===== src/common/lsu_pkg.sv =====
`default_nettype none

package lsu_pkg;

    // Reorder-buffer tag, also the buffer index
    localparam int TAG_W = 3;

    // Entry 0 is reserved for "no operation"
    localparam int LSB_DEPTH = 8;

    // Fetch queue geometry
    localparam int FQ_DEPTH = 8;
    localparam int FQ_PTR_W = $clog2(FQ_DEPTH);
    localparam int FQ_CNT_W = FQ_PTR_W + 1;

    // Two or fewer free slots counts as full
    localparam int FQ_FULL_AT = FQ_DEPTH - 2;

    // Byte RAM address width, upper address bits are dropped
    localparam int RAM_AW = 12;

    typedef enum logic [2:0] {
        LB  = 3'd0,
        LH  = 3'd1,
        LW  = 3'd2,
        LBU = 3'd3,
        LHU = 3'd4,
        SB  = 3'd5,
        SH  = 3'd6,
        SW  = 3'd7
    } mem_op_e;

    // One dispatched memory operation
    typedef struct packed {
        mem_op_e     op;
        logic [31:0] addr;
        logic [31:0] data;
    } lsb_entry_t;

    // Committed operation handed to the sequencer
    typedef struct packed {
        logic [TAG_W-1:0] tag;
        lsb_entry_t       entry;
    } mem_req_t;

    // Completion of a load or store
    typedef struct packed {
        logic [TAG_W-1:0] tag;
        logic [31:0]      value;
    } mem_result_t;

    // Byte RAM command
    typedef struct packed {
        logic [RAM_AW-1:0] addr;
        logic              we;
        logic [7:0]        wdata;
    } ram_cmd_t;

endpackage

`default_nettype wire


===== src/design/fetch_queue.sv =====
`default_nettype none

module fetch_queue
    import lsu_pkg::*;
(
    input  wire         clk,
    input  wire         rst,
    input  wire         push,
    input  wire [31:0]  push_pc,
    input  wire         pop,
    output logic        head_valid,
    output logic [31:0] head_pc,
    output logic        full
);

    logic [31:0] pc_mem [FQ_DEPTH];

    logic [FQ_PTR_W-1:0] head;
    logic [FQ_PTR_W-1:0] tail;
    logic [FQ_CNT_W-1:0] count;
    logic [FQ_CNT_W-1:0] count_next;
    logic                do_push;
    logic                do_pop;

    // Pushes beyond the last slot are dropped
    assign do_push = push && (count != FQ_CNT_W'(FQ_DEPTH));
    assign do_pop  = pop && head_valid;

    assign head_valid = (count != '0);
    assign head_pc    = pc_mem[head];

    always_comb begin
        count_next = count;
        if (do_push && !do_pop) begin
            count_next = count + 1'b1;
        end else if (do_pop && !do_push) begin
            count_next = count - 1'b1;
        end
    end

    always_ff @(posedge clk) begin
        if (do_push) begin
            pc_mem[tail] <= push_pc;
        end
    end

    always_ff @(posedge clk) begin
        if (!rst) begin
            head  <= '0;
            tail  <= '0;
            count <= '0;
            full  <= 1'b0;
        end else begin
            // Pointers wrap on the power-of-two depth
            if (do_push) begin
                tail <= tail + 1'b1;
            end
            if (do_pop) begin
                head <= head + 1'b1;
            end
            count <= count_next;
            // Raised early to leave the producer a cycle of slack
            full  <= (count_next >= FQ_CNT_W'(FQ_FULL_AT));
        end
    end

endmodule

`default_nettype wire


===== config.mk =====
export PLATFORM = sky130hd
export DESIGN_NAME = fetch_queue
export DESIGN_NICKNAME = d
export VERILOG_FILES = /design/src/common/lsu_pkg.sv /design/src/design/fetch_queue.sv
export SDC_FILE = /design/constraint.sdc
export NUM_CORES = 1
export LEC_CHECK = 0
export ABC_AREA = 0
export BUFFER_PORTS_ARGS = -buffer_cell sky130_fd_sc_hd__buf_4
export CAP_MARGIN = 20
export CORE_ASPECT_RATIO = 1.5
export CORE_MARGIN = 2
export CORE_UTILIZATION = 48
export DETAILED_ROUTE_END_ITERATION = 10
export PLACE_DENSITY = 0.67
export SLEW_MARGIN = 15
export SYNTH_ARGS = -nofsm -noshare
export SYNTH_HDL_FRONTEND = slang
export SYNTH_SLANG_ARGS = --single-unit

===== constraint.sdc =====
create_clock -name clk -period 4.25 [get_ports clk]
set_clock_uncertainty 0.15 [all_clocks]
set_input_delay 0.425 -clock clk [delete_from_list [all_inputs] [get_ports clk]]
set_output_delay 0.425 -clock clk [all_outputs]
set_load 0.02 [all_outputs]

==> impl_metrics.py <==
metrics = {
    "clocking": {
        "clock_path_buffers": 3,
        "cts_buffers": 26,
        "cts_root_buf": "clkbuf_16",
        "clk_pin_slew_ns": 0.06,
        "cts_htree_levels": 1,
        "cts_tree": "done",
        "cts_setup_buffers": 0,
        "cts_sinks": 270,
        "clk_latency_ns": 0.51,
        "post_cts_resized": 0,
        "hold_buffers": 33,
    },
    "logic_synthesis": {
        "synth_flop_cell": "edfxtp_1",
        "ys_warn_count": 0,
        "syn_nets": 493,
        "synth_area_leaders": "edfxtp_1 74%, mux4_2 14%, mux2_2 3.6%",
        "synth-seq-cells": 270,
        "synthCells": 453,
        "ys_seq_area_share_pct": 77.2,
        "synth_area_per_cell_um2": 22.8,
        "synth.distinct_cells": 34,
        "yosys.area.top_type_share_pct": 74.5,
        "synth_edf_count": 256,
        "postSynth.asyncResetShare_pct": 0,
        "syn-cell-area_um2": 10300,
        "yosysTopAreaCell": "edfxtp_1",
    },
    "critical_path": {
        "ff2ff_setup_slack_ns": 1.52,
        "endpoint_kind": "primary output",
        "cp-start-kind": "flip-flop",
        "criticalPathCategory": "reg -> out",
        "reg2reg_depth": 6,
        "r2r-end": "pc_mem[7][14]",
        "required_ns": 3.67,
        "cp_max_fo": 28,
        "cp.arrival_ns": 2.62,
        "r2r-start": "count[0]",
    },
    "floorplan": {
        "die_h_um": 184,
        "start_util_pct": 49.0,
        "fp.dieArea_um2": 22700,
        "io-pin-count": 70,
        "die_x_um": 124,
        "core_area_um2": 21100,
        "fp-row-count": 65,
    },
    "job": {
        "cap_violations": 0,
    },
    "timing": {
        "worst_slew_margin_rel_pct": 27.5,
        "setup_ws_ns": 1.06,
        "tightest_slew_ns": 1.09,
        "hold_viol": 0,
        "layout_min_cycle_time_ns": 3.19,
        "slew_violations": 0,
        "fin_hold_ws_ns": 0.0815,
        "setup_viol": 0,
        "rsz0062_at_grt": "false",
        "max_clock_freq_mhz": 313,
        "fin_crit_sh_pct": 75.2,
        "fin_tns_setup_ns": 0,
    },
    "global_routing": {
        "antenna_found_initial": 0,
        "overflow": 0,
        "grt_max_degree": 33,
        "grt_pass1_wl_um": 30400,
        "track_usage_pct": 18.1,
        "first_global_vias": 5219,
    },
    "cells_and_area": {
        "final_cell_mix": "256 x edfxtp_1, 84 x buf_4, 64 x mux4_2, 33 x mux2_2, 33 x dlygate4sd3_1",
        "fin_cells": 869,
        "drive_gt1_share_pct": 39.6,
        "nFillCells": 1524,
        "n_antenna_cell": 0,
        "nets": 621,
        "layout_commonest_cell": "edfxtp_1",
        "syn_to_final_growth_pct": 20.0,
    },
    "route": {
        "wl_per_cell_um": 22.3,
        "viasPerCell": 5.53,
        "drt_iter0_markers": 413,
        "vias": 4805,
        "route.detailed.drc": 0,
        "wl_um": 19300,
        "drt_pass1_iterations": 5,
        "ant_nets": 0,
    },
    "power_and_ir_drop": {
        "ir_worst_vdd_v": 0.000480,
        "fin_total_pwr_w": 0.00636,
        "p_leak_nw": 4.05,
        "powerDensity_nw_per_um2": 514,
    },
    "worst_hold_path": {
        "hp-start": "push",
        "hp-class": "in -> reg",
        "min_path_cells": 3,
        "min_to": "tail[1]",
    },
    "placement": {
        "dp_slack_ns": 1.51,
        "routabilityCongestion": 0.775,
        "dp_hpwl_um": 11200,
        "place_inst": 788,
        "portBuffers": 69,
    },
    "outcome": {
        "status": "finished, final reports clean",
    },
}
-- sequential cells by signal (all words and copies together), names as in the netlist, named ones only --
signal and cells:
tail 3, full 1, pc_mem 256, head 3, count 4
-- synth_stat cells, types with 2 or more instances --
cell	number
nand2b_1	2
mux4_2	64
ha_1	4
nand2_1	9
mux2_2	33
xor2_1	4
nor2_1	12
dfxtp_1	14
clkbuf_1	6
nor3_1	2
mux2i_1	2
o21ai_0	2
edfxtp_1	256
nand3_1	6
a21oi_1	3
buf_6	7
buf_2	5
inv_1	6
-- worst max-delay path, stage by stage, from the launching register on --
cell and delay, ns:
dfxtp_2 0.82, buf_4 0.43, mux4_2 0.35, mux2_2 0.30
buf_4 0.17
-- per-layer routing --
layer	vias to the layer above	share of wire [%]	global-route usage, %
met5	-	0	0
met4	0	1.7	5.23
met3	26	4.7	2.64
met2	129	52	30.1
met1	2506	41	24.9
li1	2144	-	-
-- power breakdown --
part	internal (W)	switching (W)	total (W)
Clock	0.00118	0.000932	0.00212
Sequential	0.00302	0.0000972	0.00312
Combinational	0.000606	0.000524	0.00113
-- how the worst max path moves through the flow --
stage,from,to,slack [ns],cells after the start
2_1_floorplan,count[0],pc_mem[0][0],0.23,6
3_3_place_gp,flip-flop,head_pc[7],1.58,4
3_5_place_dp,count[0],pc_mem[7][14],1.51,6
4_1_cts,flip-flop,head_pc[7],0.97,4
5_1_grt,flip-flop,head_pc[7],0.88,4
6_report,flip-flop,head_pc[5],1.06,4
-- cells by family after synthesis --
kind of cell / after synthesis / synth area share [%]
compound gates: 13 / 0.885
xor+xnor: 4 / 0.339
fa+ha+maj: 4 / 0.485
buf+inv: 25 / 1.48
flops: 270 / 77.2
mux: 99 / 17.8
simple gates: 38 / 1.84
-- through the flow --
stage	instance area, um2	utilization (%)
final	12400	58.8
after global routing	12400	58.8
after CTS	12400	58.8
after detailed placement	11300	53.4
after global placement	11300	53.4
after floorplan	10300	-
-- layout make-up --
cell class,instances,area [um2],area share [%]
sequential,270,7970,64.4
multi-input combinational,158,2250,18.2
timing repair buffer,119,1000,8.08
clock buffer,27,654,5.28
tap,268,335,2.71
clock inverter,21,144,1.16
inverter,6,22.5,0.182
Note: power is estimated with default switching activity, not from simulation.
