===== src/common/lsu_pkg.sv =====
`default_nettype none

package lsu_pkg;

    // Reorder-buffer tag, also the buffer index
    localparam int TAG_W = 3;

    // Entry 0 is reserved for "no operation"
    localparam int LSB_DEPTH = 8;

    // Fetch queue geometry
    localparam int FQ_DEPTH = 8;
    localparam int FQ_PTR_W = $clog2(FQ_DEPTH);
    localparam int FQ_CNT_W = FQ_PTR_W + 1;

    // Two or fewer free slots counts as full
    localparam int FQ_FULL_AT = FQ_DEPTH - 2;

    // Byte RAM address width, upper address bits are dropped
    localparam int RAM_AW = 12;

    typedef enum logic [2:0] {
        LB  = 3'd0,
        LH  = 3'd1,
        LW  = 3'd2,
        LBU = 3'd3,
        LHU = 3'd4,
        SB  = 3'd5,
        SH  = 3'd6,
        SW  = 3'd7
    } mem_op_e;

    // One dispatched memory operation
    typedef struct packed {
        mem_op_e     op;
        logic [31:0] addr;
        logic [31:0] data;
    } lsb_entry_t;

    // Committed operation handed to the sequencer
    typedef struct packed {
        logic [TAG_W-1:0] tag;
        lsb_entry_t       entry;
    } mem_req_t;

    // Completion of a load or store
    typedef struct packed {
        logic [TAG_W-1:0] tag;
        logic [31:0]      value;
    } mem_result_t;

    // Byte RAM command
    typedef struct packed {
        logic [RAM_AW-1:0] addr;
        logic              we;
        logic [7:0]        wdata;
    } ram_cmd_t;

endpackage

`default_nettype wire


===== src/load_store/lsb_buffer.sv =====
`default_nettype none

module lsb_buffer
    import lsu_pkg::*;
(
    input  wire                  clk,
    input  wire                  rst,
    input  wire                  dispatch_valid,
    input  wire [TAG_W-1:0]      dispatch_tag,
    input  wire lsb_entry_t      dispatch_entry,
    input  wire [TAG_W-1:0]      commit_tag,
    input  wire                  issue_take,
    output logic                 issue_valid,
    output mem_req_t             issue_req
);

    lsb_entry_t entry_q [LSB_DEPTH];

    logic [LSB_DEPTH-1:0] busy;
    logic [LSB_DEPTH-1:0] committed;
    logic [LSB_DEPTH-1:0] ready;
    logic [TAG_W-1:0]     sel_tag;
    logic                 dispatch_hit;
    logic                 commit_hit;

    // Tag 0 carries no operation
    assign dispatch_hit = dispatch_valid && (dispatch_tag != '0);
    assign commit_hit   = (commit_tag != '0);

    assign ready = busy & committed;

    // Lowest ready tag wins
    always_comb begin
        sel_tag = '0;
        for (int i = LSB_DEPTH - 1; i > 0; i--) begin
            if (ready[i]) begin
                sel_tag = TAG_W'(i);
            end
        end
    end

    assign issue_valid = |ready;
    assign issue_req   = '{tag: sel_tag, entry: entry_q[sel_tag]};

    always_ff @(posedge clk) begin
        if (dispatch_hit) begin
            entry_q[dispatch_tag] <= dispatch_entry;
        end
    end

    always_ff @(posedge clk) begin
        if (!rst) begin
            busy      <= '0;
            committed <= '0;
        end else begin
            // Issued entry leaves the buffer on the take edge
            if (issue_take) begin
                busy[sel_tag]      <= 1'b0;
                committed[sel_tag] <= 1'b0;
            end

            if (commit_hit) begin
                committed[commit_tag] <= 1'b1;
            end

            // A fresh dispatch starts uncommitted
            if (dispatch_hit) begin
                busy[dispatch_tag]      <= 1'b1;
                committed[dispatch_tag] <= 1'b0;
            end
        end
    end

endmodule

`default_nettype wire


===== config.mk =====
export PLATFORM = sky130hd
export DESIGN_NAME = lsb_buffer
export DESIGN_NICKNAME = d
export VERILOG_FILES = /design/src/common/lsu_pkg.sv /design/src/load_store/lsb_buffer.sv
export SDC_FILE = /design/constraint.sdc
export NUM_CORES = 1
export LEC_CHECK = 0
export BUFFER_PORTS_ARGS = -buffer_cell sky130_fd_sc_hd__buf_2
export CAP_MARGIN = 5
export CORE_ASPECT_RATIO = 0.8
export CORE_UTILIZATION = 55
export CTS_BUF_LIST = sky130_fd_sc_hd__clkbuf_4 sky130_fd_sc_hd__clkbuf_8
export DETAILED_ROUTE_END_ITERATION = 8
export PLACE_DENSITY = 0.84
export REMOVE_ABC_BUFFERS = 1
export SLEW_MARGIN = 20
export SYNTH_ARGS = -nofsm -noshare
export SYNTH_HDL_FRONTEND = slang
export SYNTH_SLANG_ARGS = --single-unit

===== constraint.sdc =====
create_clock -name clk -period 8.61 [get_ports clk]
set_input_delay 2.1525 -clock clk [delete_from_list [all_inputs] [get_ports clk]]
set_output_delay 2.1525 -clock clk [all_outputs]
set_load 0.01 [all_outputs]

==> results of run 1 <==
## sequential cells by signal (all words and copies together), names as in the netlist
register and count:
committed 8, entry_q 536, busy 8
## how the worst min path moves through the flow
stage | from | to | cells past startpoint
2_1_floorplan | busy[0] | busy[0] | 1
3_3_place_gp | busy[0] | busy[0] | 1
3_5_place_dp | committed[0] | committed[0] | 1
4_1_cts | committed[0] | committed[0] | 1
5_1_grt | committed[0] | committed[0] | 1
6_report | committed[0] | committed[0] | 1
## layer usage
layer | track usage, % | vias up | wire [um]
met5 | 0 | - | 19
met4 | 6.58 | 4 | 744
li1 | - | 5086 | -
met3 | 4.79 | 70 | 2700
met1 | 28.5 | 5651 | 17300
met2 | 35.0 | 358 | 20100
## critical path: cells and delay by family, from the launching register on
family | cells | cell delay, ps
AOI/OAI and AO/OA | 3 | 950
buffers and inverters | 2 | 910
DFF | 1 | 360
muxes | 1 | 310
and+or+nand+nor | 1 | 910
## placed cells by master, fill, tap and decap left out, types with 5 or more instances in the layout
cell type  instances
nor2_4             5
buf_4             16
nand2_1           14
o31ai_1            5
edfxtp_1         536
buf_2            147
a22oi_1          136
dfxtp_1           16
mux2i_1          134
mux2_2            67
clkinv_1          18
a21oi_1            8
clkbuf_8          82
o221ai_1          67
conb_1            67
clkbuf_4          30
## final cells by class
type                            instances  area (um2)  area share, %
Timing Repair Buffer                  167         935           3.90
Multi-Input combinational cell        553        4510           18.8
Sequential cell                       552       16400           68.4
Inverter                                4        15.0         0.0626
Antenna cell                            3        7.51         0.0313
Clock inverter                         28         136          0.569
Clock buffer                          112        1350           5.64
Tap cell                              487         609           2.54
## power breakdown
part           leakage [uW]  switching, uW  internal, uW
registers           0.00505           26.9          3060
logic               0.00279            165          93.1
clock network      0.000786            920          1020
## through the flow
stage	power, uW	setup WS, ps	instance area (um2)
2_1_floorplan	3280	-1710	20900
3_3_place_gp	3380	3160	22400
3_5_place_dp	3400	2980	22400
4_1_cts	5330	2280	23900
5_1_grt	5460	2070	24000
6_report	5280	2370	24000
## kinds of logic (layout without fill, tap and decap cells)
group / after synthesis / in the layout
muxes: 201 / 201
buffers and inverters: 73 / 311
other: 1 / 70
AOI/OAI and AO/OA: 240 / 240
and+or+nand+nor: 45 / 45
DFF: 552 / 552
==> flow_summary.ini, run 1 <==
[sta]
post-route-min-period_ps = 6240
period_share_pct = 72.5
tns_ps = 0
finalHoldViolCount = 0
rsz0062_at_grt = no
relSlewSlack_pct = 23.2
finalMaxSlewViolations = 0
fin_hold_ws_ps = 483
setup_viol = 0
tightest_slew_ps = 1150
fmaxAchievable_mhz = 160
skew_ps = 8.52

[setup_path]
arrival_ps = 4090
r2r-end = busy[5]
r2r_start = committed[3]
crit_start = committed[3]
crit_chain = a222oi_1 -> and3_4 -> buf_4 -> a22oi_1 -> mux2_2 -> o221ai_1 -> buf_2
start_kind = register
end_kind = primary output
cp_data_required_time_ps = 6460
cp_slowest_stage_delay_ps = 910
crit_type = reg2out
cp_max_fo = 74
rrSetupSlack_ps = 6080
cpMaxStageDelayCell = and3_4
r2r_cells = 5
endpoint = issue_req[63]

[synth]
synth_top_family_by_area = multiplexers
synth_fa_ha_area_share_pct = 0
ys_seq_elements = 552
yosysTopAreaCellShare_pct = 76.7
ys_seq_area_share_pct = 78.2
synth_compound_area_share_pct = 8.93
synth.area.mux_share_pct = 9.99
ys.flop_type = edfxtp_1
ys_warn_count = 0
synth_area_leaders = edfxtp_1, mux2i_1, a22oi_1
synthXorXnorAreaFrac_pct = 0
yosys.cell_types.count = 38
syn_avg_cell_area_um2 = 18.9
synth_edf_count = 536
async_flop_share_pct = 0
synth-simple-area-share_pct = 1.10
synth_area_um2 = 21000
synthTopCellsByCount = edfxtp_1, a22oi_1, mux2i_1
synth_cells = 1112
synth_area_leader_cell = edfxtp_1
synth.most_common_cell = edfxtp_1

[clocking]
path_clk_slew_ps = 60
cts.sinks = 552
cts_htree_levels = 3
cts_resized = 0
postCtsSetupBuffers = 0
cts_tree = done
root_buffer = clkbuf_8
postCtsHoldBufs = 0
clockBufferDepth = 3
numCtsBuffers = 82
clk_latency_ps = 630

[pwr]
p_leak_uw = 0.00862
power.density_nw_per_um2 = 220
irDropWorstVdd_mv = 0.179

[finish]
drive_gt1_share_pct = 26.2
final_cells = 1906
nets = 1437
area_growth_pct = 14.3
fillers = 2487
utilization_pct = 64.3

[place]
post-dp-hpwl_mm = 21.4
portBuffers = 147
gp_congestion = 0.769
placed_cells = 1761

[detailed_routing]
via_per_inst = 5.86
vias = 11169
drt_iter0_markers = 960
wl_mm = 40.8
drc = 12
drt-pass1-iter-count = 7
wl_per_cell_um = 21.4
ant_nets = 0

[floorplan]
die_w_um = 220
rows = 63
die_h_um = 177
io_pins = 148
core_area_um2 = 37300
initial_core_util_pct = 56.3
die_area_um2 = 38900

[grt]
grt_pass1_wl_mm = 62.1
antenna_found_initial = 5
grt_pass1_vias = 11140
track_usage_pct = 21.3
grt-ovfl-total = 0
grt_max_degree = 118

[status]
outcome = finished with violations
violations = DRC

[min_path]
hold_class = reg2reg

[job]
maxCapViolations = 0
(Power assumes the default switching activity.)
==> run 2, diff against run 1 <==
Settings changed: PLACE_DENSITY 0.84 to 0.87.
Clock period 8.61 ns to 5.3 ns, I/O delays scaled along.
==> flow_summary.ini, run 2 (synthesized netlist as in run 1, its figures left out) <==
[sta]
finalMaxSlewViolations = 0
post-route-min-period_ps = 4780
fin_hold_ws_ps = 486
tns_ps = 0
finalHoldViolCount = 0
period_share_pct = 90.1
layout_setup_ws_ps = 523
skew_ps = 2.25
tightest_slew_ps = 1130
relSlewSlack_pct = 24.7
setup_viol = 0
fmaxAchievable_mhz = 209
rsz0062_at_grt = no

[grt]
grt_pass1_wl_mm = 62.5
antenna_found_initial = 5
gr-usage-met3_pct = 4.88
grt-ovfl-total = 0
grt_util_met1_pct = 28.1
grt_max_degree = 135
met2_usage_pct = 35.8
grt_pass1_vias = 11448
track_usage_pct = 21.5
grt_busiest_layer = met2

[place]
gp_congestion = 0.806
portBuffers = 147
placed_area_um2 = 22500
preCtsSetupSlack_ps = 1200
post-dp-hpwl_mm = 22.6
placed_cells = 1763

[clocking]
root_buffer = clkbuf_8
numCtsBuffers = 79
clockBufferDepth = 3
cts_resized = 0
path_clk_slew_ps = 60
postCtsSetupBuffers = 0
postCtsHoldBufs = 0
clk_latency_ps = 610
cts_tree = done
cts.sinks = 552
cts_htree_levels = 3

[finish]
largest_reg_flops = 536
fillers = 2506
final_cell_mix = edfxtp_1, buf_2, a22oi_1
area_growth_pct = 14.4
nets = 1434
multiInputGateArea_um2 = 4520
top_register = entry_q
drive_gt1_share_pct = 26.1
seqCellArea_um2 = 16400
finish.instance_area_um2 = 24000
layout_commonest_cell = edfxtp_1
top_regs = entry_q: 536 flops, busy: 8 flops, committed: 8 flops
final_cells = 1904

[detailed_routing]
drt_iter0_markers = 851
ant_nets = 0
wl_per_cell_um = 21.8
drc = 20
vias = 11224
via_per_inst = 5.89
drt-pass1-iter-count = 9
wl_mm = 41.6

[min_path]
hold_end = committed[0]
hold_class = reg2reg
holdPathStages = 1
min_from = committed[0]

[setup_path]
start_kind = register
cp_data_required_time_ps = 3970
cp_top_family = compound AO/OA/AOI/OAI gates
end_kind = primary output
cp.buffers_inverters = 2
cpMaxStageDelayCell = a222oi_1
r2r-end = busy[5]
rrSetupSlack_ps = 2760
r2r_start = busy[2]
arrival_ps = 3450
r2r_cells = 5
cp_slowest_stage_delay_ps = 730
crit_type = reg2out
crit_chain = a222oi_1 -> and3_4 -> buf_4 -> a22oi_1 -> mux2_2 -> o221ai_1 -> buf_2
cp_max_fo = 29

[floorplan]
die_h_um = 177
die_area_um2 = 38900
die_w_um = 220
io_pins = 148
initial_core_util_pct = 56.3
rows = 63
core_area_um2 = 37300

[pwr]
power.density_nw_per_um2 = 358
irDropWorstVdd_mv = 0.254
p_leak_uw = 0.00863

[status]
violations = DRC
outcome = finished with violations

[job]
maxCapViolations = 0
## run 2: cell types whose count changed in the layout (fill, tap and decap cells not counted), moves of 2 or more
cell,previous run,this run
inv_2,3,1
diode_2,3,5
buf_12,2,6
clkinv_1,18,16
clkbuf_4,30,26
buf_4,16,14
inv_6,3,1
clkinv_2,4,10
## run 2: how the worst max path moves through the flow
| stage | cells after the start | from | to |
|---|---|---|---|
| after floorplan | 5 | committed[5] | issue_req[0] |
| after global placement | 7 | busy[2] | issue_req[66] |
| after detailed placement | 7 | busy[2] | issue_req[17] |
| after CTS | 7 | busy[2] | issue_req[17] |
| after global routing | 7 | busy[2] | issue_req[17] |
| final | 7 | busy[2] | issue_req[17] |
## run 2: layer usage
metal / share of wire [%] / wire [um]
met1: 41 / 17000
met2: 49 / 20500
met3: 7.3 / 3050
met4: 2.3 / 958
met5: 0 / 0
## run 2: power breakdown
group / leakage (uW) / total (uW) / internal (uW) / switching, uW
clock network: 0.000785 / 3160 / 1660 / 1500
registers: 0.00505 / 5010 / 4960 / 45.8
logic: 0.00280 / 421 / 152 / 269
total: 0.00863 / 8590 / 6780 / 1810
## run 2: area by class of cell
cell class / instances / area share [%]
antenna: 5 / 0.0521
clock buffer: 108 / 5.51
clock inverter: 28 / 0.641
inverter: 4 / 0.0729
multi-input combinational: 553 / 18.8
sequential: 552 / 68.4
tap: 487 / 2.54
timing repair buffer: 167 / 4.00
## run 2: per-stage QoR
step / util [%] / power (uW)
3_3_place_gp: 60.4 / 5500
3_5_place_dp: 60.4 / 5520
5_1_grt: 64.4 / 8880
2_1_floorplan: - / 5320
4_1_cts: 64.4 / 8660
6_report: 64.4 / 8590
