**config.mk**
```make
export PLATFORM = sky130hd
export DESIGN_NAME = mem_sequencer
export DESIGN_NICKNAME = d
export VERILOG_FILES = /design/src/common/lsu_pkg.sv /design/src/load_store/mem_sequencer.sv
export SDC_FILE = /design/constraint.sdc
export NUM_CORES = 1
export LEC_CHECK = 0
export ABC_AREA = 1
export ABC_CLOCK_PERIOD_IN_PS = 4300
export BUFFER_PORTS_ARGS = -buffer_cell sky130_fd_sc_hd__buf_2
export CORE_MARGIN = 5
export CORE_UTILIZATION = 45
export DETAILED_ROUTE_END_ITERATION = 8
export PLACE_DENSITY = 0.81
export SETUP_SLACK_MARGIN = 0.15
export SLEW_MARGIN = 10
export SYNTH_ARGS = -nofsm -noshare
export SYNTH_HDL_FRONTEND = slang
export SYNTH_SLANG_ARGS = --single-unit
```
**constraint.sdc**
```tcl
create_clock -name clk -period 4.3 [get_ports clk]
set_input_delay 0.43 -clock clk [delete_from_list [all_inputs] [get_ports clk]]
set_output_delay 0.43 -clock clk [all_outputs]
set_load 0.01 [all_outputs]
```
**src/common/lsu_pkg.sv**
```systemverilog
`default_nettype none

package lsu_pkg;

    // Reorder-buffer tag, also the buffer index
    localparam int TAG_W = 3;

    // Entry 0 is reserved for "no operation"
    localparam int LSB_DEPTH = 8;

    // Fetch queue geometry
    localparam int FQ_DEPTH = 8;
    localparam int FQ_PTR_W = $clog2(FQ_DEPTH);
    localparam int FQ_CNT_W = FQ_PTR_W + 1;

    // Two or fewer free slots counts as full
    localparam int FQ_FULL_AT = FQ_DEPTH - 2;

    // Byte RAM address width, upper address bits are dropped
    localparam int RAM_AW = 12;

    typedef enum logic [2:0] {
        LB  = 3'd0,
        LH  = 3'd1,
        LW  = 3'd2,
        LBU = 3'd3,
        LHU = 3'd4,
        SB  = 3'd5,
        SH  = 3'd6,
        SW  = 3'd7
    } mem_op_e;

    // One dispatched memory operation
    typedef struct packed {
        mem_op_e     op;
        logic [31:0] addr;
        logic [31:0] data;
    } lsb_entry_t;

    // Committed operation handed to the sequencer
    typedef struct packed {
        logic [TAG_W-1:0] tag;
        lsb_entry_t       entry;
    } mem_req_t;

    // Completion of a load or store
    typedef struct packed {
        logic [TAG_W-1:0] tag;
        logic [31:0]      value;
    } mem_result_t;

    // Byte RAM command
    typedef struct packed {
        logic [RAM_AW-1:0] addr;
        logic              we;
        logic [7:0]        wdata;
    } ram_cmd_t;

endpackage

`default_nettype wire

```
**src/load_store/mem_sequencer.sv**
```systemverilog
`default_nettype none

module mem_sequencer
    import lsu_pkg::*;
(
    input  wire                clk,
    input  wire                rst,
    input  wire                issue_valid,
    input  wire mem_req_t      issue_req,
    output logic               issue_take,
    input  wire                fq_valid,
    input  wire [31:0]         fq_pc,
    output logic               fetch_take,
    output ram_cmd_t           ram_cmd,
    input  wire [7:0]          ram_rdata,
    output logic               mem_done,
    output mem_result_t        mem_result,
    output logic               ins_done,
    output logic [31:0]        ins_value
);

    typedef enum logic [1:0] {
        S_IDLE,
        S_ADDR,
        S_DRAIN,
        S_FINISH
    } state_e;

    state_e            state;
    logic              is_fetch;
    logic              is_store;
    logic [TAG_W-1:0]  cur_tag;
    mem_op_e           cur_op;
    logic [RAM_AW-1:0] base_addr;
    logic [31:0]       wr_data;
    logic [31:0]       rd_data;
    logic [31:0]       load_value;
    logic [1:0]        byte_idx;
    logic [1:0]        last_idx;
    logic              rd_pend;
    logic [1:0]        rd_lane;

    // Index of the final byte for each access size
    function automatic logic [1:0] op_last_idx(input mem_op_e op);
        case (op)
            LB, LBU, SB: return 2'd0;
            LH, LHU, SH: return 2'd1;
            default:     return 2'd3;
        endcase
    endfunction

    assign is_store = (cur_op == SB) || (cur_op == SH) || (cur_op == SW);

    // Committed memory ops go ahead of fetches
    assign issue_take = (state == S_IDLE) && issue_valid;
    assign fetch_take = (state == S_IDLE) && !issue_valid && fq_valid;

    assign ram_cmd = '{
        addr:  base_addr + RAM_AW'(byte_idx),
        we:    (state == S_ADDR) && is_store,
        wdata: wr_data[byte_idx*8 +: 8]
    };

    always_ff @(posedge clk) begin
        if (!rst) begin
            state    <= S_IDLE;
            is_fetch <= 1'b0;
            byte_idx <= '0;
            rd_pend  <= 1'b0;
        end else begin
            // A read issued now returns next cycle
            rd_pend  <= (state == S_ADDR) && !is_store;
            byte_idx <= (state == S_ADDR) ? byte_idx + 2'd1 : 2'd0;

            case (state)
                S_IDLE: begin
                    if (issue_take) begin
                        state    <= S_ADDR;
                        is_fetch <= 1'b0;
                    end else if (fetch_take) begin
                        state    <= S_ADDR;
                        is_fetch <= 1'b1;
                    end
                end
                S_ADDR: begin
                    if (byte_idx == last_idx) begin
                        // Stores have nothing to wait for
                        state <= is_store ? S_FINISH : S_DRAIN;
                    end
                end
                S_DRAIN: begin
                    state <= S_FINISH;
                end
                default: begin
                    state <= S_IDLE;
                end
            endcase
        end
    end

    always_ff @(posedge clk) begin
        if (issue_take) begin
            cur_tag   <= issue_req.tag;
            cur_op    <= issue_req.entry.op;
            base_addr <= issue_req.entry.addr[RAM_AW-1:0];
            wr_data   <= issue_req.entry.data;
            last_idx  <= op_last_idx(issue_req.entry.op);
        end else if (fetch_take) begin
            // Fetch is a plain word read
            cur_op    <= LW;
            base_addr <= fq_pc[RAM_AW-1:0];
            last_idx  <= op_last_idx(LW);
        end

        rd_lane <= byte_idx;
        if (rd_pend) begin
            rd_data[rd_lane*8 +: 8] <= ram_rdata;
        end
    end

    // Extension of the assembled bytes, stores report zero
    always_comb begin
        case (cur_op)
            LB:      load_value = {{24{rd_data[7]}}, rd_data[7:0]};
            LBU:     load_value = {24'h0, rd_data[7:0]};
            LH:      load_value = {{16{rd_data[15]}}, rd_data[15:0]};
            LHU:     load_value = {16'h0, rd_data[15:0]};
            LW:      load_value = rd_data;
            default: load_value = '0;
        endcase
    end

    assign mem_done   = (state == S_FINISH) && !is_fetch;
    assign ins_done   = (state == S_FINISH) && is_fetch;
    assign mem_result = '{tag: cur_tag, value: load_value};
    assign ins_value  = rd_data;

endmodule

`default_nettype wire

```
==> impl_metrics.prom, run 1 <==
# TYPE chip_impl_metric gauge
chip_impl_metric{name="cts-buffers-inserted",unit=""} 9
chip_impl_metric{name="period_minus_slack",unit="ps"} 3140
chip_impl_metric{name="yosysSeqAreaShare",unit="%"} 62.9
chip_impl_metric{name="floorplan.initialDensity",unit="%"} 46.1
chip_impl_metric{name="post_route_wl",unit="mm"} 9.66
chip_impl_metric{name="grt_overflow",unit=""} 0
chip_impl_info{name="rsz0062_at_grt",value="no"} 1
chip_impl_metric{name="peakVddDrop",unit="V"} 0.000246
chip_impl_metric{name="dp.cells",unit=""} 702
chip_impl_metric{name="number_of_antenna_violations_at_the_first_check_in_global_routing",unit=""} 0
chip_impl_info{name="critPathCaptureType",value="primary output"} 1
chip_impl_metric{name="portbufs",unit=""} 165
chip_impl_metric{name="yosysTopAreaCellShare",unit="%"} 59.2
chip_impl_metric{name="drt_drc_violations_left",unit=""} 0
chip_impl_metric{name="setup-tns-final",unit="ps"} 0
chip_impl_info{name="setup.worst_path.start_class",value="flip-flop"} 1
chip_impl_info{name="slowest_library_cell_on_the_worst_path",value="sky130_fd_sc_hd__dfxtp_1"} 1
chip_impl_metric{name="clock-skew-final",unit="ps"} 10.2
chip_impl_metric{name="multiInputGateArea",unit="um^2"} 1280
chip_impl_metric{name="post-place-ws",unit="ps"} 1510
chip_impl_info{name="holdCritPathClass",value="input pin to flip-flop"} 1
chip_impl_info{name="crit_top_cell",value="sky130_fd_sc_hd__inv_1"} 1
chip_impl_info{name="crit_path_cell_trace",value="ha_1 > inv_1 > fa_1 > inv_1 > nand3_1 > nor2_1 > nand4_1 > xnor2_1 > buf_2"} 1
chip_impl_metric{name="drtIter0Drc",unit=""} 203
chip_impl_metric{name="final.setup.worst_slack",unit="ps"} 1160
chip_impl_metric{name="synthesis.instances",unit=""} 418
chip_impl_metric{name="detailedPlacementHpwl",unit="mm"} 7.41
chip_impl_metric{name="post_route_cells_drive_above_1_share",unit="%"} 33.6
chip_impl_metric{name="grt_pass1_vias",unit=""} 3300
chip_impl_metric{name="maxSlewViolCount",unit=""} 0
chip_impl_metric{name="die_area",unit="um^2"} 11500
chip_impl_metric{name="post_place_cell_area",unit="um^2"} 5200
chip_impl_metric{name="cts_max_path_buffers",unit=""} 2
chip_impl_info{name="cts_tree",value="built"} 1
chip_impl_metric{name="timing.final.crit_share",unit="%"} 72.9
chip_impl_metric{name="max-cap-violations",unit=""} 0
chip_impl_metric{name="max-slew-margin-rel",unit="%"} 48.5
chip_impl_metric{name="number_of_distinct_standard_cells_referenced_by_the_synthesized_netlist",unit=""} 30
chip_impl_metric{name="cts_hold_buffers",unit=""} 0
chip_impl_metric{name="synth_seq_cells",unit=""} 92
chip_impl_metric{name="setup_violations",unit=""} 0
chip_impl_info{name="most-common-layout-cells",value="165 x sky130_fd_sc_hd__buf_2, 86 x sky130_fd_sc_hd__nand2_1, 84 x sky130_fd_sc_hd__edfxtp_1"} 1
chip_impl_metric{name="fill_cells",unit=""} 774
chip_impl_metric{name="total_vias_in_the_final_route",unit=""} 3342
chip_impl_metric{name="wl_per_cell",unit="um"} 13.5
chip_impl_metric{name="leakagePower",unit="uW"} 0.00258
chip_impl_metric{name="die-height",unit="um"} 107
chip_impl_metric{name="grt_pass1_wl",unit="mm"} 15.5
chip_impl_metric{name="delay_of_the_slowest_cell_on_the_worst_path",unit="ps"} 770
chip_impl_metric{name="core-area",unit="um^2"} 9240
chip_impl_metric{name="final-hold-violation-count",unit=""} 0
chip_impl_metric{name="area.growth.synth_to_final",unit="%"} 26.5
chip_impl_metric{name="worstPathArrival",unit="ps"} 2710
chip_impl_metric{name="seq_area",unit="um^2"} 2680
chip_impl_metric{name="clock_sinks",unit=""} 92
chip_impl_metric{name="groute.usage.overall",unit="%"} 16.8
chip_impl_metric{name="cts_post_setup_buffers_inserted",unit=""} 0
chip_impl_metric{name="pin_count_of_the_biggest_net_entering_global_routing",unit=""} 49
chip_impl_metric{name="synth.avg_cell_area",unit="um^2"} 10.2
chip_impl_metric{name="firstDrtPassIters",unit=""} 4
chip_impl_info{name="setup.worst_path.class",value="flip-flop to primary output"} 1
chip_impl_metric{name="fmaxAchievable",unit="MHz"} 319
chip_impl_metric{name="cts-htree-levels",unit=""} 3
chip_impl_metric{name="clkLatencyLatePin",unit="ps"} 340
chip_impl_info{name="outcome",value="finished, final reports clean"} 1
chip_impl_info{name="final_common_cell",value="sky130_fd_sc_hd__buf_2"} 1
chip_impl_metric{name="p_per_area",unit="nW/um^2"} 509
chip_impl_metric{name="drt-vias-per-instance",unit=""} 4.65
chip_impl_metric{name="fin_nets",unit=""} 710
chip_impl_metric{name="rows",unit=""} 35
chip_impl_metric{name="total_nets_after_synthesis",unit=""} 544
chip_impl_metric{name="layout.cells.non_filler",unit=""} 718
chip_impl_metric{name="worst_ep_required_time",unit="ps"} 3870
chip_impl_metric{name="cts_resized",unit=""} 0
chip_impl_metric{name="path_clk_slew",unit="ps"} 90
chip_impl_info{name="yosys.area.top_type",value="sky130_fd_sc_hd__edfxtp_1"} 1
chip_impl_metric{name="worst_pin_slew",unit="ps"} 771
chip_impl_info{name="root_buffer",value="sky130_fd_sc_hd__clkbuf_8"} 1
chip_impl_metric{name="worst-path-max-fanout",unit=""} 22
chip_impl_metric{name="design.portCount",unit=""} 206
chip_impl_metric{name="antenna-diode-count",unit=""} 0
chip_impl_metric{name="detail-route-antenna-nets",unit=""} 0
chip_impl_metric{name="place_congestion",unit=""} 0.759
chip_impl_info{name="post_synth_main_area_contributors",value="sky130_fd_sc_hd__edfxtp_1 59%, sky130_fd_sc_hd__nand2_1 7.6%, sky130_fd_sc_hd__nor2_1 5.9%"} 1
chip_impl_metric{name="yosys_warnings",unit=""} 0
chip_impl_metric{name="die_x",unit="um"} 107
chip_impl_metric{name="postLayoutCellArea",unit="um^2"} 5390
chip_impl_metric{name="mappedNetlistArea",unit="um^2"} 4260
==> report_power, final <==
group	switching (uW)	internal, uW	leakage, uW	total, uW
registers	98.5	1190	0.000856	1280
clock network	291	269	0.0000943	561
logic	578	322	0.00163	899
total	967	1780	0.00258	2740
==> final timing paths <==
kind	cells after the start	end	slack [ps]	from
max reg2reg	7	base_addr[1]	2300	state[0]
min reg2reg	2	is_fetch	530	is_fetch
max	9	ram_cmd[19]	1160	byte_idx[0]
min	1	cur_tag[1]	250	issue_req[68]
==> cells in the mapped netlist <==
library cell               number
sky130_fd_sc_hd__a21oi_1       11
sky130_fd_sc_hd__o21ai_2       10
sky130_fd_sc_hd__nand4_1        1
sky130_fd_sc_hd__nand2_1       86
sky130_fd_sc_hd__o22ai_1        8
sky130_fd_sc_hd__nor2_1        67
sky130_fd_sc_hd__inv_2          1
sky130_fd_sc_hd__clkbuf_1       4
sky130_fd_sc_hd__or2_2          1
sky130_fd_sc_hd__o31ai_1        1
sky130_fd_sc_hd__dfxtp_1        8
sky130_fd_sc_hd__nor3_4         1
sky130_fd_sc_hd__clkbuf_2       1
sky130_fd_sc_hd__nand2_4        1
sky130_fd_sc_hd__fa_1           1
sky130_fd_sc_hd__buf_6          1
sky130_fd_sc_hd__xnor2_1        7
sky130_fd_sc_hd__nand3_1        5
sky130_fd_sc_hd__a21oi_2        1
sky130_fd_sc_hd__o21ai_0       23
sky130_fd_sc_hd__o21ai_1        1
sky130_fd_sc_hd__buf_2          5
sky130_fd_sc_hd__nor3_1         8
sky130_fd_sc_hd__xor2_1         3
sky130_fd_sc_hd__ha_1          11
sky130_fd_sc_hd__nor2_4         1
sky130_fd_sc_hd__edfxtp_1      84
sky130_fd_sc_hd__nand3b_1       1
sky130_fd_sc_hd__nand2_2        2
sky130_fd_sc_hd__inv_1         63
==> metal layers <==
layer	up-vias	GRT usage, %	wire length, um
met5	-	0	0
met4	0	4.87	95
met3	9	4.26	879
met2	141	29.8	4810
met1	1504	20.3	3880
li1	1688	-	-
==> flip-flops by register name (all words and copies together), names as in the netlist <==
name       flops
cur_tag        3
is_fetch       1
ins_value     32
base_addr     12
rd_pend        1
byte_idx       2
cur_op         3
state          2
last_idx       2
wr_data       32
rd_lane        2
==> worst max-delay path, delay by kind of cell, from the launching register on <==
family,cells,cell delay [ps]
fa+ha+maj,2,680
flops,1,770
buf+inv,3,280
simple gates,3,460
xor+xnor,1,180
==> per-stage QoR <==
stage / hold slack [ps] / utilization [%] / power [uW]
global route: 235 / 58.4 / 2930
detailed placement: 497 / 56.3 / 2210
floorplan: 364 / - / 1860
CTS: 238 / 58.4 / 2770
global placement: 470 / 56.3 / 2170
finish: 255 / 58.4 / 2740
==> layout make-up <==
| type | count | share of cell area (%) |
|---|---|---|
| Multi-Input combinational cell | 251 | 23.8 |
| Inverter | 64 | 4.45 |
| Sequential cell | 92 | 49.7 |
| Tap cell | 129 | 2.99 |
| Clock buffer | 10 | 2.37 |
| Clock inverter | 6 | 1.18 |
| Timing Repair Buffer | 166 | 15.4 |
==> kinds of logic after synthesis <==
| kind of cell | count (synthesis) | synth area share [%] |
|---|---|---|
| xor gates and xnor gates | 10 | 2.05 |
| adders and majority gates | 12 | 3.70 |
| DFF | 92 | 62.9 |
| AOI/OAI and AO/OA | 55 | 7.72 |
| buffers and inverters | 75 | 6.95 |
| and+or+nand+nor | 174 | 16.7 |
No activity file was read; power rests on OpenSTA's default activity.
==> run 2: changes to the inputs <==
Settings changed: ABC_AREA 1 to 0, ABC_CLOCK_PERIOD_IN_PS 4300 to 2900.
Clock period 4.3 ns to 2.9 ns, I/O delays scaled along.
==> run 2 against run 1 <==
  * Sequential power is 55% higher
  * Largest cell class unchanged
  * Combinational power is 82% higher
  * Utilization is 0.50 points higher
  * Global-route usage is 0.23 points lower
  * Synthesized cell count is 24% lower
  * Worst hold slack worse by 160 ps
  * Highest routed layer unchanged
  * Setup slack worse by 790 ps
  * Final cell count is 14% lower
==> impl_metrics.prom, run 2 <==
# TYPE chip_impl_metric gauge
chip_impl_info{name="worst_r2r_endpoint",value="ins_value[7]"} 1
chip_impl_info{name="critPathLaunch",value="cur_op[2]"} 1
chip_impl_metric{name="yosysSeqAreaShare",unit="%"} 61.6
chip_impl_metric{name="drt_drc_violations_left",unit=""} 0
chip_impl_info{name="holdCritPathClass",value="input pin to flip-flop"} 1
chip_impl_metric{name="yosys_warnings",unit=""} 0
chip_impl_info{name="setup.worst_path.class",value="flip-flop to primary output"} 1
chip_impl_info{name="ys.flop_type",value="sky130_fd_sc_hd__edfxtp_1"} 1
chip_impl_metric{name="total_vias_in_the_final_route",unit=""} 3051
chip_impl_metric{name="firstDrtPassIters",unit=""} 4
chip_impl_metric{name="p_per_area",unit="nW/um^2"} 811
chip_impl_metric{name="worst-path-max-fanout",unit=""} 16
chip_impl_metric{name="synth-compound-area-share",unit="%"} 7.42
chip_impl_metric{name="synth_enable_flop_cells",unit=""} 84
chip_impl_metric{name="max-slew-margin-rel",unit="%"} 30.3
chip_impl_metric{name="clock-skew-final",unit="ps"} 11.4
chip_impl_metric{name="post_route_wl",unit="mm"} 9.69
chip_impl_info{name="crit_end",value="mem_result[18]"} 1
chip_impl_metric{name="period_minus_slack",unit="ps"} 2520
chip_impl_info{name="yosys.cell_count.top_type",value="sky130_fd_sc_hd__edfxtp_1"} 1
chip_impl_info{name="cts_tree",value="built"} 1
chip_impl_metric{name="grt_overflow",unit=""} 0
chip_impl_metric{name="clock_sinks",unit=""} 92
chip_impl_metric{name="floorplan.initialDensity",unit="%"} 46.7
chip_impl_metric{name="cts_max_path_buffers",unit=""} 2
chip_impl_info{name="synth_common_cells",value="84 x sky130_fd_sc_hd__edfxtp_1, 45 x sky130_fd_sc_hd__and2_1, 27 x sky130_fd_sc_hd__nand2_1"} 1
chip_impl_metric{name="post_synth_fa_ha_maj_area_fraction",unit="%"} 3.62
chip_impl_metric{name="xor_xnor_share_of_the_synthesized_area",unit="%"} 3.02
chip_impl_metric{name="cts-buffers-inserted",unit=""} 9
chip_impl_metric{name="die_area",unit="um^2"} 11700
chip_impl_info{name="root_buffer",value="sky130_fd_sc_hd__clkbuf_8"} 1
chip_impl_metric{name="worst_ep_required_time",unit="ps"} 2610
chip_impl_metric{name="worst_pin_slew",unit="ps"} 1040
chip_impl_metric{name="detail-route-antenna-nets",unit=""} 0
chip_impl_metric{name="die-height",unit="um"} 108
chip_impl_metric{name="die_x",unit="um"} 108
chip_impl_metric{name="core-area",unit="um^2"} 9330
chip_impl_metric{name="rrSetupSlack",unit="ps"} 990
chip_impl_info{name="final_common_cell",value="sky130_fd_sc_hd__buf_2"} 1
chip_impl_metric{name="setup_violations",unit=""} 0
chip_impl_info{name="yosys.area.top_type",value="sky130_fd_sc_hd__edfxtp_1"} 1
chip_impl_metric{name="clkLatencyLatePin",unit="ps"} 360
chip_impl_metric{name="detailedPlacementHpwl",unit="mm"} 7.48
chip_impl_metric{name="muxShareOfSynthArea",unit="%"} 7.48
chip_impl_metric{name="cts-htree-levels",unit=""} 3
chip_impl_metric{name="synth_seq_cells",unit=""} 92
chip_impl_metric{name="leakagePower",unit="uW"} 0.00242
chip_impl_info{name="post_synth_main_area_contributors",value="sky130_fd_sc_hd__edfxtp_1 58%, sky130_fd_sc_hd__and2_1 6.5%, sky130_fd_sc_hd__mux4_2 4.1%"} 1
chip_impl_metric{name="design.portCount",unit=""} 206
chip_impl_metric{name="number_of_antenna_violations_at_the_first_check_in_global_routing",unit=""} 0
chip_impl_metric{name="place_congestion",unit=""} 0.776
chip_impl_metric{name="fill_cells",unit=""} 755
chip_impl_metric{name="timing.final.crit_share",unit="%"} 87.0
chip_impl_metric{name="portbufs",unit=""} 165
chip_impl_metric{name="worstPathArrival",unit="ps"} 2230
chip_impl_metric{name="rows",unit=""} 35
chip_impl_metric{name="maxSlewViolCount",unit=""} 0
chip_impl_info{name="r2r-start",value="rd_lane[0]"} 1
chip_impl_info{name="outcome",value="finished, final reports clean"} 1
chip_impl_metric{name="grt_pass1_wl",unit="mm"} 14.9
chip_impl_metric{name="post_route_cells_drive_above_1_share",unit="%"} 43.1
chip_impl_metric{name="pin_count_of_the_biggest_net_entering_global_routing",unit=""} 37
chip_impl_metric{name="drtIter0Drc",unit=""} 119
chip_impl_metric{name="grt_pass1_vias",unit=""} 3088
chip_impl_metric{name="final-hold-violation-count",unit=""} 0
chip_impl_info{name="rsz0062_at_grt",value="no"} 1
chip_impl_metric{name="groute.usage.overall",unit="%"} 16.6
chip_impl_metric{name="mappedNetlistArea",unit="um^2"} 4350
chip_impl_metric{name="cts_hold_buffers",unit=""} 0
chip_impl_metric{name="antenna-diode-count",unit=""} 0
chip_impl_metric{name="setup-tns-final",unit="ps"} 0
chip_impl_metric{name="drt-vias-per-instance",unit=""} 4.93
chip_impl_metric{name="fmaxAchievable",unit="MHz"} 396
chip_impl_metric{name="fin_nets",unit=""} 611
chip_impl_metric{name="synth_simple_gate_area_share",unit="%"} 13.9
chip_impl_info{name="setup.worst_path.start_class",value="flip-flop"} 1
chip_impl_metric{name="path_clk_slew",unit="ps"} 100
chip_impl_metric{name="r2r.worst_path.cells",unit=""} 4
chip_impl_info{name="synth_top_family_by_area",value="simple AND/OR/NAND/NOR gates"} 1
chip_impl_metric{name="peakVddDrop",unit="V"} 0.000487
chip_impl_metric{name="final.setup.worst_slack",unit="ps"} 378
chip_impl_metric{name="post-place-ws",unit="ps"} 774
chip_impl_metric{name="total_nets_after_synthesis",unit=""} 443
chip_impl_info{name="most-common-layout-cells",value="165 x sky130_fd_sc_hd__buf_2, 84 x sky130_fd_sc_hd__edfxtp_1, 45 x sky130_fd_sc_hd__and2_1"} 1
chip_impl_metric{name="number_of_distinct_standard_cells_referenced_by_the_synthesized_netlist",unit=""} 42
chip_impl_info{name="critPathCaptureType",value="primary output"} 1
chip_impl_metric{name="async_reset_ff_share",unit="%"} 0
chip_impl_metric{name="max-cap-violations",unit=""} 0
chip_impl_metric{name="synth.avg_cell_area",unit="um^2"} 13.7
chip_impl_metric{name="area.growth.synth_to_final",unit="%"} 26.2
chip_impl_metric{name="yosysTopAreaCellShare",unit="%"} 58.0
chip_impl_metric{name="wl_per_cell",unit="um"} 15.7
chip_impl_metric{name="synthesis.instances",unit=""} 317
run 2: worst min path at each step:
stage / start / end / slack, ps / cells past startpoint
floorplan: byte_idx[0] / rd_lane[0] / 380 / 0
CTS: issue_req[15] / wr_data[15] / 80 / 1
global placement: issue_req[24] / wr_data[24] / 470 / 1
finish: issue_req[15] / wr_data[15] / 100 / 1
detailed placement: issue_req[30] / wr_data[30] / 470 / 1
global route: issue_req[29] / wr_data[29] / 60 / 1
run 2: cell type report:
cell class	count	area (um^2)	share of cell area (%)
Clock inverter	7	72.6	1.32
Sequential cell	92	2680	48.8
Inverter	10	37.5	0.684
Tap cell	129	161	2.94
Timing Repair Buffer	169	868	15.8
Clock buffer	9	124	2.26
Multi-Input combinational cell	203	1550	28.1
run 2: repair_timing:
item	CTS	global route
endpoints found under the hold margin	0	0
resized for setup	0	1
endpoints found under the setup margin	0	1
setup buffers	0	0
run 2: kinds of logic after synthesis:
group,after synthesis
muxes,21
AOI/OAI and AO/OA,50
buffers and inverters,22
xor gates and xnor gates,15
adders and majority gates,12
DFF,92
and+or+nand+nor,105
run 2: stage by stage:
step           hold WS, ps  power, uW  utilization, %  instance area (um^2)  instances
2_1_floorplan          376       3100               -                  4350        317
3_3_place_gp           466       3600            56.7                  5290        603
3_5_place_dp           468       3680            56.7                  5290        603
6_report              99.9       4450            58.9                  5490        619
4_1_cts               76.8       4510            58.8                  5490        619
5_1_grt               55.5       4750            58.9                  5490        619
run 2: metal layers:
| metal | GRT usage, % | share of wire (%) | wire length [um] | vias up |
|---|---|---|---|---|
| met3 | 6.03 | 10 | 971 | 9 |
| met1 | 19.2 | 39 | 3780 | 1416 |
| met4 | 4.87 | 1.2 | 115 | 0 |
| met5 | 0 | 0 | 0 | - |
| met2 | 29.0 | 50 | 4830 | 145 |
| li1 | - | - | - | 1481 |
run 2: worst max-delay path, stage by stage, from the launching register on:
cell                       delay (ps)
sky130_fd_sc_hd__edfxtp_1         660
sky130_fd_sc_hd__nor3_2           920
sky130_fd_sc_hd__a21o_1           160
sky130_fd_sc_hd__buf_2            130
run 2: power breakdown:
part / internal, uW / switching, uW / leakage, uW
sequential: 1810 / 180 / 0.000874
clock: 333 / 485 / 0.0000997
combinational: 713 / 928 / 0.00145
total: 2860 / 1590 / 0.00242
